`config.mk`:
```
export PLATFORM = sky130hd
export DESIGN_NAME = tlk2711_rx_link
export DESIGN_NICKNAME = d
export VERILOG_FILES = /design/src/rtl/tlk2711_rx_pkg.sv /design/src/rtl/tlk2711_rx_dma_ctrl.sv /design/src/rtl/tlk2711_rx_frame_parser.sv /design/src/rtl/tlk2711_rx_link.sv /design/src/rtl/tlk2711_rx_loss_monitor.sv /design/src/rtl/tlk2711_rx_word_packer.sv
export VERILOG_INCLUDE_DIRS = /design/src /design/src/rtl
export SDC_FILE = /design/constraint.sdc
export NUM_CORES = 1
export LEC_CHECK = 0
export ABC_CLOCK_PERIOD_IN_PS = 7880
export BUFFER_PORTS_ARGS = -buffer_cell sky130_fd_sc_hd__buf_2
export CAP_MARGIN = 5
export CORE_MARGIN = 5
export CORE_UTILIZATION = 55
export CTS_CLUSTER_DIAMETER = 30
export CTS_CLUSTER_SIZE = 30
export DETAILED_ROUTE_END_ITERATION = 7
export PLACE_DENSITY = 0.74
export SKIP_LAST_GASP = 1
export SLEW_MARGIN = 30
export SYNTH_ARGS = -nofsm -noshare
export SYNTH_HDL_FRONTEND = slang
export SYNTH_SLANG_ARGS = --single-unit
```
`constraint.sdc`:
```
create_clock -name i_2711_rx_clk -period 7.88 [get_ports i_2711_rx_clk]
set_input_delay 1.576 -clock i_2711_rx_clk [delete_from_list [all_inputs] [get_ports i_2711_rx_clk]]
set_output_delay 1.576 -clock i_2711_rx_clk [all_outputs]
set_load 0.01 [all_outputs]
```
`src/rtl/tlk2711_rx_consts.svh`:
```
/*
 * TLK2711 receive link constants
 * code words, field widths, FIFO size and loss hold-off limit
 */
`ifndef TLK2711_RX_CONSTS_SVH
`define TLK2711_RX_CONSTS_SVH

// sync code, K28.5 low byte with D5.6 high byte
`define RX_K28_5            8'hBC
`define RX_D5_6             8'hC5

// start of frame K pair
`define RX_K27_7            8'hFB
`define RX_K28_2            8'h5C

`define RX_HEAD_FLAG        32'hEB90_E116
`define RX_LINK_LOSS_WORD   16'hFFFF

// bus and field widths
`define RX_ADDR_W           32
`define RX_DLEN_W           16
`define RX_DMA_W            64
`define RX_LINE_W           24

`define RX_FIFO_DEPTH       8

// about 100 ms at the link clock
`define RX_LOSS_HOLDOFF     24'd10_000_000
`define RX_RST_ADDR         32'h5000_0000

`endif

```
`src/rtl/tlk2711_rx_pkg.sv`:
```
/*
 * TLK2711 receive link types
 * lane word, DMA word and command, frame header fields, framing states
 */
`include "tlk2711_rx_consts.svh"

package tlk2711_rx_pkg;

    typedef logic [15:0]             rx_data_t;
    typedef logic [`RX_DMA_W-1:0]    dma_word_t;
    typedef logic [`RX_ADDR_W-1:0]   dma_addr_t;
    typedef logic [`RX_DLEN_W-1:0]   dlen_t;
    typedef logic [`RX_LINE_W-1:0]   line_num_t;

    // one lane word with its two K flags
    typedef struct packed {
        logic     rkmsb;
        logic     rklsb;
        rx_data_t data;
    } rx_lane_t;

    // header fields of one frame
    typedef struct packed {
        logic       file_end;
        logic [1:0] channel_id;
        logic [3:0] data_type;
        line_num_t  line_number;
        dlen_t      data_length;
    } frame_info_t;

    typedef struct packed {
        dma_addr_t addr;
        dlen_t     bytes;
    } dma_cmd_t;

    typedef enum logic [3:0] {
        IDLE,
        SYNC,
        FRAME_HEAD,
        DATA_TYPE,
        LINE_INFO,
        DATA_LENGTH,
        RECV_DATA,
        CHECK_DATA,
        FRAME_END1,
        FRAME_END2
    } rx_state_e;

    typedef struct packed {
        rx_state_e state;
        logic      fifo_full;
        logic      fifo_empty;
    } rx_status_t;

endpackage

```
`src/rtl/tlk2711_rx_dma_ctrl.sv`:
```
/*
 * TLK2711 receive DMA control
 * one write command per frame, address walk by the rounded byte count,
 * and the host interrupt after a set number of frames
 */
`timescale 1ns/100ps
`include "tlk2711_rx_consts.svh"

module tlk2711_rx_dma_ctrl import tlk2711_rx_pkg::*; (
    input  logic        i_2711_rx_clk,
    input  logic        i_arst_n,
    input  logic        i_rx_start,
    input  dma_addr_t   i_rx_base_addr,
    input  logic        i_hdr_done,
    input  frame_info_t i_frame_info,
    input  logic        i_frame_end,
    input  logic        i_wr_finish,
    input  line_num_t   i_rx_frames_per_intr,
    input  dlen_t       i_rx_intr_width,
    output logic        o_wr_cmd_req,
    output dma_cmd_t    o_wr_cmd,
    output logic        o_rx_interrupt
);

    dma_addr_t wr_addr;
    dlen_t     wr_bytes;
    dlen_t     round_bytes;
    line_num_t frame_cnt;
    logic      frame_done;
    logic      wr_fin;
    logic      intr_fire;
    dlen_t     intr_left;

    // DDR writes go in 8-byte units, so 882 bytes becomes 888
    assign round_bytes = {i_frame_info.data_length[`RX_DLEN_W-1:3] +
                          (`RX_DLEN_W-3)'(|i_frame_info.data_length[2:0]), 3'b000};

    always_ff @(posedge i_2711_rx_clk) begin
        if (i_hdr_done) begin
            wr_bytes <= round_bytes;
        end
    end

    always_ff @(posedge i_2711_rx_clk or negedge i_arst_n) begin
        if (!i_arst_n) begin
            o_wr_cmd_req <= 1'b0;
            wr_addr      <= `RX_RST_ADDR;
        end else begin
            o_wr_cmd_req <= i_hdr_done;
            if (i_rx_start) begin
                wr_addr <= i_rx_base_addr;
            end else if (i_frame_end) begin
                wr_addr <= wr_addr + dma_addr_t'(wr_bytes);
            end
        end
    end

    assign o_wr_cmd = '{addr: wr_addr, bytes: wr_bytes};

    ////////////////////////////////////////////////////////////
    // host interrupt
    ////////////////////////////////////////////////////////////
    assign intr_fire = frame_done & wr_fin & (frame_cnt == i_rx_frames_per_intr);

    always_ff @(posedge i_2711_rx_clk or negedge i_arst_n) begin
        if (!i_arst_n) begin
            frame_cnt  <= '0;
            frame_done <= 1'b0;
            wr_fin     <= 1'b0;
            intr_left  <= '0;
        end else begin
            // a new receive run restarts the frame accounting
            if (intr_fire || i_rx_start) begin
                frame_cnt  <= '0;
                frame_done <= 1'b0;
                wr_fin     <= 1'b0;
            end else begin
                if (i_frame_end) begin
                    frame_cnt  <= frame_cnt + line_num_t'(1);
                    frame_done <= 1'b1;
                end
                if (i_wr_finish) wr_fin <= 1'b1;
            end
            if (intr_fire) begin
                intr_left <= i_rx_intr_width;
            end else if (intr_left != '0) begin
                intr_left <= intr_left - dlen_t'(1);
            end
        end
    end

    assign o_rx_interrupt = (intr_left != '0);

endmodule

```
`src/rtl/tlk2711_rx_frame_parser.sv`:
```
/*
 * TLK2711 receive framing
 * finds sync, start pair and head flag, captures the header words,
 * strobes out the payload and checks the 16-bit running sum
 */
`timescale 1ns/100ps
`include "tlk2711_rx_consts.svh"

module tlk2711_rx_frame_parser import tlk2711_rx_pkg::*; (
    input  logic        i_2711_rx_clk,
    input  logic        i_arst_n,
    input  rx_lane_t    i_lane,
    output logic        o_pay_valid,
    output rx_data_t    o_pay_data,
    output logic        o_frame_end,
    output logic        o_hdr_done,
    output frame_info_t o_frame_info,
    output logic        o_rx_checksum_err,
    output logic        o_in_payload,
    output rx_state_e   o_state
);

    rx_state_e   state;
    rx_state_e   state_nx;
    rx_data_t    prev_data;
    rx_data_t    sum;
    dlen_t       pay_cnt;
    dlen_t       last_word;
    logic        sync_hit;
    logic        sof_hit;

    assign sync_hit = ~i_lane.rkmsb & i_lane.rklsb &
                      (i_lane.data == {`RX_D5_6, `RX_K28_5});
    assign sof_hit  = i_lane.rkmsb & i_lane.rklsb &
                      (i_lane.data == {`RX_K28_2, `RX_K27_7});

    // index of the last payload word, ceil(length/2) - 1
    assign last_word = (o_frame_info.data_length >> 1) +
                       dlen_t'(o_frame_info.data_length[0]) - dlen_t'(1);

    ////////////////////////////////////////////////////////////
    // framing state machine
    ////////////////////////////////////////////////////////////
    always_comb begin
        state_nx = state;
        case (state)
            IDLE:        if (sync_hit) state_nx = SYNC;
            SYNC:        if (sof_hit) state_nx = FRAME_HEAD;
            FRAME_HEAD:  if ({prev_data, i_lane.data} == `RX_HEAD_FLAG) state_nx = DATA_TYPE;
            DATA_TYPE:   state_nx = LINE_INFO;
            LINE_INFO:   state_nx = DATA_LENGTH;
            DATA_LENGTH: state_nx = RECV_DATA;
            RECV_DATA:   if (pay_cnt == last_word) state_nx = CHECK_DATA;
            CHECK_DATA:  state_nx = FRAME_END1;
            FRAME_END1:  state_nx = FRAME_END2;
            default:     state_nx = IDLE;
        endcase
    end

    always_ff @(posedge i_2711_rx_clk or negedge i_arst_n) begin
        if (!i_arst_n) begin
            state      <= IDLE;
            pay_cnt    <= '0;
            o_hdr_done <= 1'b0;
        end else begin
            state      <= state_nx;
            o_hdr_done <= (state == DATA_LENGTH);
            if (state == RECV_DATA) begin
                pay_cnt <= pay_cnt + dlen_t'(1);
            end else begin
                pay_cnt <= '0;
            end
        end
    end

    // previous word for the 32-bit head flag
    always_ff @(posedge i_2711_rx_clk) begin
        prev_data <= i_lane.data;
    end

    // header fields, one word per state
    always_ff @(posedge i_2711_rx_clk) begin
        case (state)
            DATA_TYPE: begin
                o_frame_info.file_end    <= i_lane.data[14];
                o_frame_info.channel_id  <= i_lane.data[13:12];
                o_frame_info.data_type   <= i_lane.data[11:8];
                o_frame_info.line_number[`RX_LINE_W-1:16] <= i_lane.data[7:0];
            end
            LINE_INFO:   o_frame_info.line_number[15:0] <= i_lane.data;
            DATA_LENGTH: o_frame_info.data_length <= i_lane.data;
            default: ;
        endcase
    end

    ////////////////////////////////////////////////////////////
    // checksum from the data-type word to the last payload word
    ////////////////////////////////////////////////////////////
    always_ff @(posedge i_2711_rx_clk or negedge i_arst_n) begin
        if (!i_arst_n) begin
            sum               <= '0;
            o_rx_checksum_err <= 1'b0;
        end else begin
            case (state)
                IDLE, FRAME_HEAD: sum <= '0;
                SYNC: begin
                    sum               <= '0;
                    o_rx_checksum_err <= 1'b0;
                end
                DATA_TYPE, LINE_INFO, DATA_LENGTH, RECV_DATA: begin
                    sum <= sum + i_lane.data;
                end
                CHECK_DATA: o_rx_checksum_err <= (sum != i_lane.data);
                default: ;
            endcase
        end
    end

    assign o_pay_valid  = (state == RECV_DATA);
    assign o_pay_data   = i_lane.data;
    assign o_frame_end  = (state == FRAME_END1);
    assign o_in_payload = (state >= DATA_TYPE) && (state <= CHECK_DATA);
    assign o_state      = state;

endmodule

```
`src/rtl/tlk2711_rx_link.sv`:
```
/*
 * TLK2711 receive link top
 * lane bundling, framing, packing, DMA control and loss monitoring
 */
`timescale 1ns/100ps

module tlk2711_rx_link import tlk2711_rx_pkg::*; (
    input  logic        i_2711_rx_clk,
    input  logic        i_arst_n,
    // lane pins
    input  logic        i_2711_rkmsb,
    input  logic        i_2711_rklsb,
    input  rx_data_t    i_2711_rxd,
    // host control
    input  logic        i_rx_start,
    input  dma_addr_t   i_rx_base_addr,
    input  line_num_t   i_rx_frames_per_intr,
    input  dlen_t       i_rx_intr_width,
    input  logic        i_link_loss_ena,
    input  logic        i_sync_loss_ena,
    // DMA
    input  logic        i_dma_wr_ready,
    input  logic        i_wr_finish,
    output logic        o_wr_cmd_req,
    output dma_cmd_t    o_wr_cmd,
    output logic        o_dma_wr_valid,
    output dma_word_t   o_dma_wr_data,
    // status and interrupts
    output frame_info_t o_frame_info,
    output logic        o_rx_checksum_err,
    output logic        o_rx_interrupt,
    output logic        o_link_loss,
    output logic        o_sync_loss,
    output logic        o_loss_interrupt,
    output rx_status_t  o_rx_status
);

    rx_lane_t  lane;
    logic      pay_valid;
    rx_data_t  pay_data;
    logic      frame_end;
    logic      hdr_done;
    logic      in_payload;
    rx_state_e state;
    logic      fifo_full;
    logic      fifo_empty;

    assign lane = '{rkmsb: i_2711_rkmsb, rklsb: i_2711_rklsb, data: i_2711_rxd};

    tlk2711_rx_frame_parser u_parser (
        .i_2711_rx_clk     (i_2711_rx_clk),
        .i_arst_n          (i_arst_n),
        .i_lane            (lane),
        .o_pay_valid       (pay_valid),
        .o_pay_data        (pay_data),
        .o_frame_end       (frame_end),
        .o_hdr_done        (hdr_done),
        .o_frame_info      (o_frame_info),
        .o_rx_checksum_err (o_rx_checksum_err),
        .o_in_payload      (in_payload),
        .o_state           (state)
    );

    tlk2711_rx_word_packer u_packer (
        .i_2711_rx_clk  (i_2711_rx_clk),
        .i_arst_n       (i_arst_n),
        .i_pay_valid    (pay_valid),
        .i_pay_data     (pay_data),
        .i_frame_end    (frame_end),
        .i_dma_wr_ready (i_dma_wr_ready),
        .o_dma_wr_valid (o_dma_wr_valid),
        .o_dma_wr_data  (o_dma_wr_data),
        .o_fifo_full    (fifo_full),
        .o_fifo_empty   (fifo_empty)
    );

    tlk2711_rx_dma_ctrl u_dma_ctrl (
        .i_2711_rx_clk        (i_2711_rx_clk),
        .i_arst_n             (i_arst_n),
        .i_rx_start           (i_rx_start),
        .i_rx_base_addr       (i_rx_base_addr),
        .i_hdr_done           (hdr_done),
        .i_frame_info         (o_frame_info),
        .i_frame_end          (frame_end),
        .i_wr_finish          (i_wr_finish),
        .i_rx_frames_per_intr (i_rx_frames_per_intr),
        .i_rx_intr_width      (i_rx_intr_width),
        .o_wr_cmd_req         (o_wr_cmd_req),
        .o_wr_cmd             (o_wr_cmd),
        .o_rx_interrupt       (o_rx_interrupt)
    );

    tlk2711_rx_loss_monitor u_loss_mon (
        .i_2711_rx_clk   (i_2711_rx_clk),
        .i_arst_n        (i_arst_n),
        .i_lane          (lane),
        .i_in_payload    (in_payload),
        .i_link_loss_ena (i_link_loss_ena),
        .i_sync_loss_ena (i_sync_loss_ena),
        .o_link_loss     (o_link_loss),
        .o_sync_loss     (o_sync_loss)
    );

    assign o_loss_interrupt = o_link_loss | o_sync_loss;
    assign o_rx_status = '{state: state, fifo_full: fifo_full, fifo_empty: fifo_empty};

endmodule

```
`src/rtl/tlk2711_rx_loss_monitor.sv`:
```
/*
 * TLK2711 link and sync loss monitor
 * one-cycle loss pulses, each detector then held off for a while
 */
`timescale 1ns/100ps
`include "tlk2711_rx_consts.svh"

module tlk2711_rx_loss_monitor import tlk2711_rx_pkg::*; (
    input  logic     i_2711_rx_clk,
    input  logic     i_arst_n,
    input  rx_lane_t i_lane,
    input  logic     i_in_payload,
    input  logic     i_link_loss_ena,
    input  logic     i_sync_loss_ena,
    output logic     o_link_loss,
    output logic     o_sync_loss
);

    // index 0 is link loss, index 1 is sync loss
    logic [1:0]  hit;
    logic [1:0]  ena;
    logic [1:0]  pulse;
    logic [1:0]  hold;
    logic [23:0] timer [2];

    // the serdes sends all-ones K words when the link drops
    assign hit[0] = i_lane.rkmsb & i_lane.rklsb & (i_lane.data == `RX_LINK_LOSS_WORD);
    // no K code may appear inside a frame
    assign hit[1] = (i_lane.rkmsb | i_lane.rklsb) & i_in_payload;
    assign ena    = {i_sync_loss_ena, i_link_loss_ena};

    always_ff @(posedge i_2711_rx_clk or negedge i_arst_n) begin
        if (!i_arst_n) begin
            pulse <= '0;
            hold  <= '0;
            for (int i = 0; i < 2; i++) timer[i] <= '0;
        end else begin
            for (int i = 0; i < 2; i++) begin
                if (!ena[i]) begin
                    pulse[i] <= 1'b0;
                    hold[i]  <= 1'b0;
                    timer[i] <= '0;
                end else begin
                    pulse[i] <= hit[i] & ~hold[i] & ~pulse[i];
                    if (pulse[i]) begin
                        hold[i] <= 1'b1;
                    end else if (timer[i] == `RX_LOSS_HOLDOFF) begin
                        hold[i] <= 1'b0;
                    end
                    timer[i] <= hold[i] ? timer[i] + 24'd1 : 24'd0;
                end
            end
        end
    end

    assign o_link_loss = pulse[0];
    assign o_sync_loss = pulse[1];

endmodule

```
`src/rtl/tlk2711_rx_word_packer.sv`:
```
/*
 * TLK2711 receive word packer
 * packs payload words four to a DMA word, pads the tail at frame end,
 * and buffers the result in a small word FIFO read by ready
 */
`timescale 1ns/100ps
`include "tlk2711_rx_consts.svh"

module tlk2711_rx_word_packer import tlk2711_rx_pkg::*; (
    input  logic      i_2711_rx_clk,
    input  logic      i_arst_n,
    input  logic      i_pay_valid,
    input  rx_data_t  i_pay_data,
    input  logic      i_frame_end,
    input  logic      i_dma_wr_ready,
    output logic      o_dma_wr_valid,
    output dma_word_t o_dma_wr_data,
    output logic      o_fifo_full,
    output logic      o_fifo_empty
);

    localparam int AW = $clog2(`RX_FIFO_DEPTH);

    logic [1:0]    slot;
    dma_word_t     acc;
    logic          push;
    dma_word_t     push_data;
    dma_word_t     mem [`RX_FIFO_DEPTH];
    logic [AW-1:0] wr_ptr;
    logic [AW-1:0] rd_ptr;
    logic [AW:0]   count;
    logic          wr_en;

    ////////////////////////////////////////////////////////////
    // 16 to 64 bit packing, first word in the low bits
    ////////////////////////////////////////////////////////////
    always_comb begin
        push      = 1'b0;
        push_data = acc;
        if (i_pay_valid && slot == 2'd3) begin
            push      = 1'b1;
            push_data = {i_pay_data, acc[47:0]};
        end else if (i_frame_end && slot != 2'd0) begin
            // unfilled slots are still zero
            push = 1'b1;
        end
    end

    always_ff @(posedge i_2711_rx_clk or negedge i_arst_n) begin
        if (!i_arst_n) begin
            slot <= 2'd0;
            acc  <= '0;
        end else if (push) begin
            slot <= 2'd0;
            acc  <= '0;
        end else if (i_pay_valid) begin
            slot             <= slot + 2'd1;
            acc[slot*16 +: 16] <= i_pay_data;
        end
    end

    ////////////////////////////////////////////////////////////
    // word FIFO
    ////////////////////////////////////////////////////////////
    assign o_fifo_full    = (count == (AW+1)'(`RX_FIFO_DEPTH));
    assign o_fifo_empty   = (count == '0);
    // words arriving while full are lost
    assign wr_en          = push & ~o_fifo_full;
    assign o_dma_wr_valid = ~o_fifo_empty & i_dma_wr_ready;
    assign o_dma_wr_data  = mem[rd_ptr];

    always_ff @(posedge i_2711_rx_clk) begin
        if (wr_en) begin
            mem[wr_ptr] <= push_data;
        end
    end

    always_ff @(posedge i_2711_rx_clk or negedge i_arst_n) begin
        if (!i_arst_n) begin
            wr_ptr <= '0;
            rd_ptr <= '0;
            count  <= '0;
        end else begin
            if (wr_en) wr_ptr <= wr_ptr + 1'b1;
            if (o_dma_wr_valid) rd_ptr <= rd_ptr + 1'b1;
            count <= count + (AW+1)'(wr_en) - (AW+1)'(o_dma_wr_valid);
        end
    end

endmodule

```
* Yosys cells after proc, flatten, opt, wreduce, memory -nomap -nowiden
Memory sizes are Yosys's and may differ from the RTL's. Cells that the tools add are included.
Word-level totals: flip-flop bits (word level) 317, RAM bits 512, output and inout port bits 172, logic and storage cells 157, memories kept 1
Cells by class: add/subtract/negate cells 16, order comparisons 2, equality and inequality tests 25, shift operators 2, multiplexer cells 40, bitwise logic cells 23, reductions and logical operators 19
Memories:
- u_packer.mem | words 8, bits a word 64, read ports 1, clocked after Yosys merged registers in 0, write ports 1, line tlk2711_rx_word_packer.sv:28 | dma_word_t mem [`RX_FIFO_DEPTH];
Operators with widths (count):
- 64-bit two-way mux | 3
- 24-bit two-way mux | 6
- 24-bit by 1-bit adder with 24-bit output, second input constant | 3
- 64-bit bitwise mux | 1
- 32-bit two-way mux | 2
- 16-bit by 34-bit variable shift with 64-bit output, first input constant | 1
- 16-bit by 34-bit indexed part select with 64-bit output | 1
- 24-bit == test, second input constant | 2
- 16-bit two-way mux | 3
- 4-bit one-hot mux with 9 select lines | 1
- 6-bit negator with 34-bit output | 1
- 32-bit by 16-bit adder with 32-bit output | 1
- 16-bit == test, second input constant | 2
- 32-bit == test, second input constant | 1
- 16-bit one-hot mux with 2 select lines | 1
- 16-bit by 1-bit subtractor with 16-bit output, second input constant | 2
- 24-bit == test | 1
- 15-bit by 1-bit adder with 16-bit output | 1
- 16-bit by 1-bit adder with 16-bit output, second input constant | 1
- 16-bit adder | 1
- 16-bit by 15-bit == test with 1-bit output, second input constant | 1
- 16-bit == test | 1
- 4-bit by 3-bit == test with 1-bit output, second input constant | 4
- 1-bit two-way mux | 16
- 29 further kinds | 70

* Longest topological paths before layout
depth after elaboration 7, depth in mapped cells 11, depth with buffers taken out 10

* Cells and area by module
A second synthesis with hierarchy kept.
Second synthesis, totals: cell total of the unflattened synthesis 2290, area total of the unflattened synthesis 35536.6 µm²
By module, submodules not included:
- tlk2711_rx_word_packer | times used 1, cells an instance 1048, area each 22749.3 µm², sequential area each 17276.6 µm²
- tlk2711_rx_dma_ctrl | times used 1, cells an instance 526, area each 5157.4 µm², sequential area each 2269.7 µm²
- tlk2711_rx_frame_parser | times used 1, cells an instance 427, area each 4909.7 µm², sequential area each 2682.6 µm²
- tlk2711_rx_loss_monitor | times used 1, cells an instance 286, area each 2698.8 µm², sequential area each 1301.2 µm²
- tlk2711_rx_link | times used 1, cells an instance 3, area each 21.3 µm², sequential area each 0.0 µm²

* Worst setup path before layout
No wires, ideal clock.
path type flip-flop to flip-flop, from register u_parser.state[2], in the netlist u_parser.o_state[2], to memory u_packer.mem[2][0] (netlist bit), enable pin, library setup time 0.578 ns, data arrival time 6.744 ns, required time 7.302 ns, path slack 0.558 ns, cell stages (with the launch flop) 8, buffers on the path 3, period minus slack after synthesis 7.322 ns, path through dfrtp_1 -> buf_2 -> or4b_1 -> clkbuf_1 -> o21a_1 -> clkbuf_1 -> or3_1 -> nor3b_1
Between the ends: longest elaborated chain between the ends 7, elaborated cells on any way between the ends 9
Ends and longest elaborated chain:
- start, declared | line tlk2711_rx_frame_parser.sv:23 | rx_state_e state;
- start signal, assigned | line tlk2711_rx_frame_parser.sv:66 | state <= state_nx;
- 4-bit == test | line tlk2711_rx_frame_parser.sv:121 | assign o_frame_end = (state == FRAME_END1);
- 1-bit logical AND | line tlk2711_rx_word_packer.sv:43 | end else if (i_frame_end && slot != 2'd0) begin
- 1-bit two-way mux | line tlk2711_rx_word_packer.sv:43
- 1-bit two-way mux * | line tlk2711_rx_word_packer.sv:40 | if (i_pay_valid && slot == 2'd3) begin
- 1-bit bitwise AND * | line tlk2711_rx_word_packer.sv:68 | assign wr_en = push & ~o_fifo_full;
- 1-bit two-way mux * | line tlk2711_rx_word_packer.sv:73 | if (wr_en) begin
- 1-bit two-way mux (not written as such) * | line tlk2711_rx_word_packer.sv:74 | mem[wr_ptr] <= push_data;
- end, declared | line tlk2711_rx_word_packer.sv:28
Mark *: on every way between the ends. The rest lies on a longest branch, timed or not.

* Final worst setup path
from register u_packer.rd_ptr[0], to output o_dma_wr_data[48]
Between the ends: longest elaborated chain between the ends 1
Ends and longest elaborated chain:
- start, declared | line tlk2711_rx_word_packer.sv:30 | logic [AW-1:0] rd_ptr;
- start signal, assigned | line tlk2711_rx_word_packer.sv:85 | if (o_dma_wr_valid) rd_ptr <= rd_ptr + 1'b1;
- memory 8 x 64 bit
- end, declared | line tlk2711_rx_link.sv:27 | output dma_word_t o_dma_wr_data,
No other way between the ends.

==> qor.txt <==
Final-report max-slew violation count: 0
Commonest cells in the synthesized netlist: sky130_fd_sc_hd__edfxtp_1 (572), sky130_fd_sc_hd__dfrtp_1 (239), sky130_fd_sc_hd__nor2_1 (145), sky130_fd_sc_hd__mux4_2 (128), sky130_fd_sc_hd__mux2_2 (101)
Worst voltage drop across the vdd grid: 226 uV
Post-synthesis cell area: 0.0349 sq mm
Wire length of the first global-routing pass: 131,000 microns
WP data arrival: 3.32 ns
Layout area overhead: 21.5%
CTS resizes: 0
Buffers & Inverters on Critical Path: 3
Proportion of synthesized chip area in sequential cells: 67.5%
Detail-routed via count per cell: 5.97
Number of antenna violations at the first check in global routing: 3
Kind of critical path: flop to output pin
Fill cell instance count of the final layout: 4,164
Placeable core region: 0.0630 sq mm
Gate Count Post-Synth: 2,191
Element type at the critical path start: flop
Sequence of cells on the critical path: buf_16, buf_12, mux4_2, mux2_2, buf_2
Skew final: 0.0299 ns
Leak pwr: 16.6 nW
All-Layer GR Usage: 25.2%
Number of buffers on the longest clock path: 3
Routed via count: 20,900
Vias in the first global route: 22,000
IO buf count: 265
Crit path max-delay family: multiplexers
Pre-CTS setup slack: 3.17 ns
Critical Path Max Stage Delay: 0.75 ns
TritonCTS Buffers: 139
Share of final-layout standard cells stronger than drive strength 1: 30.2%
Final critical path time including I/O delays and setup: 4.90 ns
XOR/XNOR Fraction of Synth Area: 4.50%
Fmax achieved: 204 MHz
Pwr Density: 349 mW/mm^2
Final period utilization: 62.2%
Clock Tree Root: sky130_fd_sc_hd__clkbuf_16
Fin util: 67.3%
Leading register cell type out of synthesis: sky130_fd_sc_hd__edfxtp_1
Number of flops mapped to enable cells by yosys: 572
Latest clock arrival within the worst-skew pair: 0.71 ns
Total half-perimeter wirelength after legalization and detailed placement: 48,800 microns
Simple logic cell fraction of the synthesized area: 7.69%
Antenna Diode Count: 0
Fraction of synthesized area in multiplexers: 11.7%
Die extent in y: 262 microns
Number of instances in the placed design: 3,237
Path category of the worst min-delay check: flop to flop
Number of setup violations in the final report: 0
Largest family of logic cells by synthesized area: multiplexers
Post-CTS setup buffer count: 0
Final cell area excluding filler cells: 0.0423 sq mm
Standard cell with the maximum stage delay on the critical path: sky130_fd_sc_hd__dfrtp_4
Compound-cell area share of the yosys netlist: 4.94%
GP Congestion: 0.858
Number of levels the H-tree was split into: 4
Min setup slack post-route: 2.98 ns
Hold Worst Slack: 0.478 ns
Number of standard cells in the layout, taps in and fillers out: 3,498
Post-Synthesis Mean Instance Area: 15.9 sq um
Share of synthesized cell area in full adder, half adder and majority cells: 2.07%
Cells taking the most area after synthesis: sky130_fd_sc_hd__edfxtp_1 (49%), sky130_fd_sc_hd__dfrtp_1 (17%), sky130_fd_sc_hd__mux4_2 (8.3%)
Io pins: 269
Max Fanout on Critical Path: 56
Die W: 262 microns
Result of the run: finished, final reports clean
Share of flip-flops with an asynchronous set or reset: 29.1%
Instance area at placement: 0.0373 sq mm
Effective utilization at floorplan: 55.4%
Most instantiated library cell after synthesis: sky130_fd_sc_hd__edfxtp_1
Share of Yosys cell area claimed by the top area cell type: 49.3%
# DRC: 0
Total Negative Setup Slacks: 0 ns
Unrepaired setup endpoints after global routing: no
Number of violations of the max-capacitance limit: 0
Clock Sink Count: 829
Overall power consumption: 14.8 mW
Detailed-routing iteration count for the pre-antenna-repair pass: 5
Largest net degree at the start of global routing: 136
Full die area: 0.0685 sq mm
Distinct cell type count of the synthesized netlist: 79
Remaining antenna violation count after routing: 0
Slew Limit Headroom: 39.3%
CTS tree: yes
Post-synthesis sequential element count: 829
Actual transition at the worst max-transition pin: 0.910 ns
Yosys warnings: 0
Total grt overflow: 0
Hold bufs inserted after CTS: 0
DRT Wirelength: 86,100 microns
Kind of end point of the critical path: output pin
Count of final hold-check violations: 0
Clock input transition at the sequential cells of the worst setup and hold paths: 0.05 ns
Final layout net count: 2,686
Data required, critical path: 6.30 ns
Library cell occupying the most area in the post-synthesis netlist: sky130_fd_sc_hd__edfxtp_1
Initial detailed-routing violation count: 1,668
Number of core rows: 92
Routed len/inst: 24.6 microns
-- kinds of logic after synthesis --
group | count (synthesis)
other cells | 1
flops | 829
mux | 236
fa+ha+maj | 56
xor+xnor | 179
simple gates | 513
buf+inv | 133
compound gates | 244
-- power breakdown --
group / switching [mW] / internal [mW] / leakage, nW / total (mW)
Sequential: 0.396 / 5.02 / 8.97 / 5.41
Clock: 2.16 / 4.24 / 2.42 / 6.40
Combinational: 1.53 / 1.42 / 5.16 / 2.96
-- layout make-up --
class / count / area (sq um) / area share, %
timing repair buffer: 298 / 1700 / 4.02
multi-input combinational: 1231 / 10900 / 25.7
sequential: 829 / 23500 / 55.6
clock inverter: 85 / 1200 / 2.85
clock buffer: 175 / 3830 / 9.04
inverter: 34 / 128 / 0.301
tap: 846 / 1060 / 2.50
-- state kept, by name (all words and copies together) (netlist names), 2 cells and up --
| name | cells |
|---|---|
| u_packer.rd_ptr | 3 |
| u_loss_mon.timer | 48 |
| u_dma_ctrl.intr_left | 16 |
| u_packer.mem | 512 |
| u_dma_ctrl.wr_addr | 32 |
| u_packer.count | 4 |
| u_loss_mon.pulse | 2 |
| u_loss_mon.hold | 2 |
| u_dma_ctrl.frame_cnt | 24 |
| u_parser.sum | 16 |
| u_packer.acc | 64 |
| u_packer.slot | 2 |
| u_packer.wr_ptr | 3 |
| u_parser.o_frame_info | 47 |
| u_parser.pay_cnt | 16 |
| u_parser.prev_data | 16 |
| u_parser.o_state | 4 |
| u_dma_ctrl.wr_bytes | 13 |
-- cells in the final DEF (no fill, tap or decap), types with 44 or more instances in the layout --
cell	Yosys	final
sky130_fd_sc_hd__edfxtp_1	572	572
sky130_fd_sc_hd__buf_2	9	264
sky130_fd_sc_hd__dfrtp_1	239	236
sky130_fd_sc_hd__nor2_1	145	143
sky130_fd_sc_hd__clkbuf_16	0	143
sky130_fd_sc_hd__mux4_2	128	128
sky130_fd_sc_hd__mux2_2	101	101
sky130_fd_sc_hd__nand2_1	96	96
sky130_fd_sc_hd__xnor2_1	94	94
sky130_fd_sc_hd__xor2_1	85	85
sky130_fd_sc_hd__a22o_1	61	61
sky130_fd_sc_hd__ha_1	53	53
sky130_fd_sc_hd__a21oi_1	48	47
sky130_fd_sc_hd__nand3_1	44	44
-- routing by layer --
layer / routed length (microns) / GRT usage, % / vias to the layer above
li1: - / - / 9159
met5: 0 / 0 / -
met2: 43900 / 42.2 / 774
met3: 6110 / 6.07 / 146
met4: 2300 / 8.23 / 0
met1: 33800 / 33.0 / 10800
-- path summary, 6_finish.rpt --
path | startpoint | to | slack (ns) | cells after the start
max | u_packer.rd_ptr[0] | o_dma_wr_data[48] | 2.98 | 5
min | u_packer.acc[59] | u_packer.acc[59] | 0.48 | 1
max reg2reg | u_parser.o_state[2] | u_packer.mem[6][29] | 3.01 | 7
min reg2reg | u_packer.acc[59] | u_packer.acc[59] | 0.48 | 1
max in group asynchronous | i_arst_n | u_packer.rd_ptr[2] | 5.55 | 3
min in group asynchronous | i_arst_n | u_packer.acc[24] | 0.80 | 1
(Power assumes the default switching activity.)
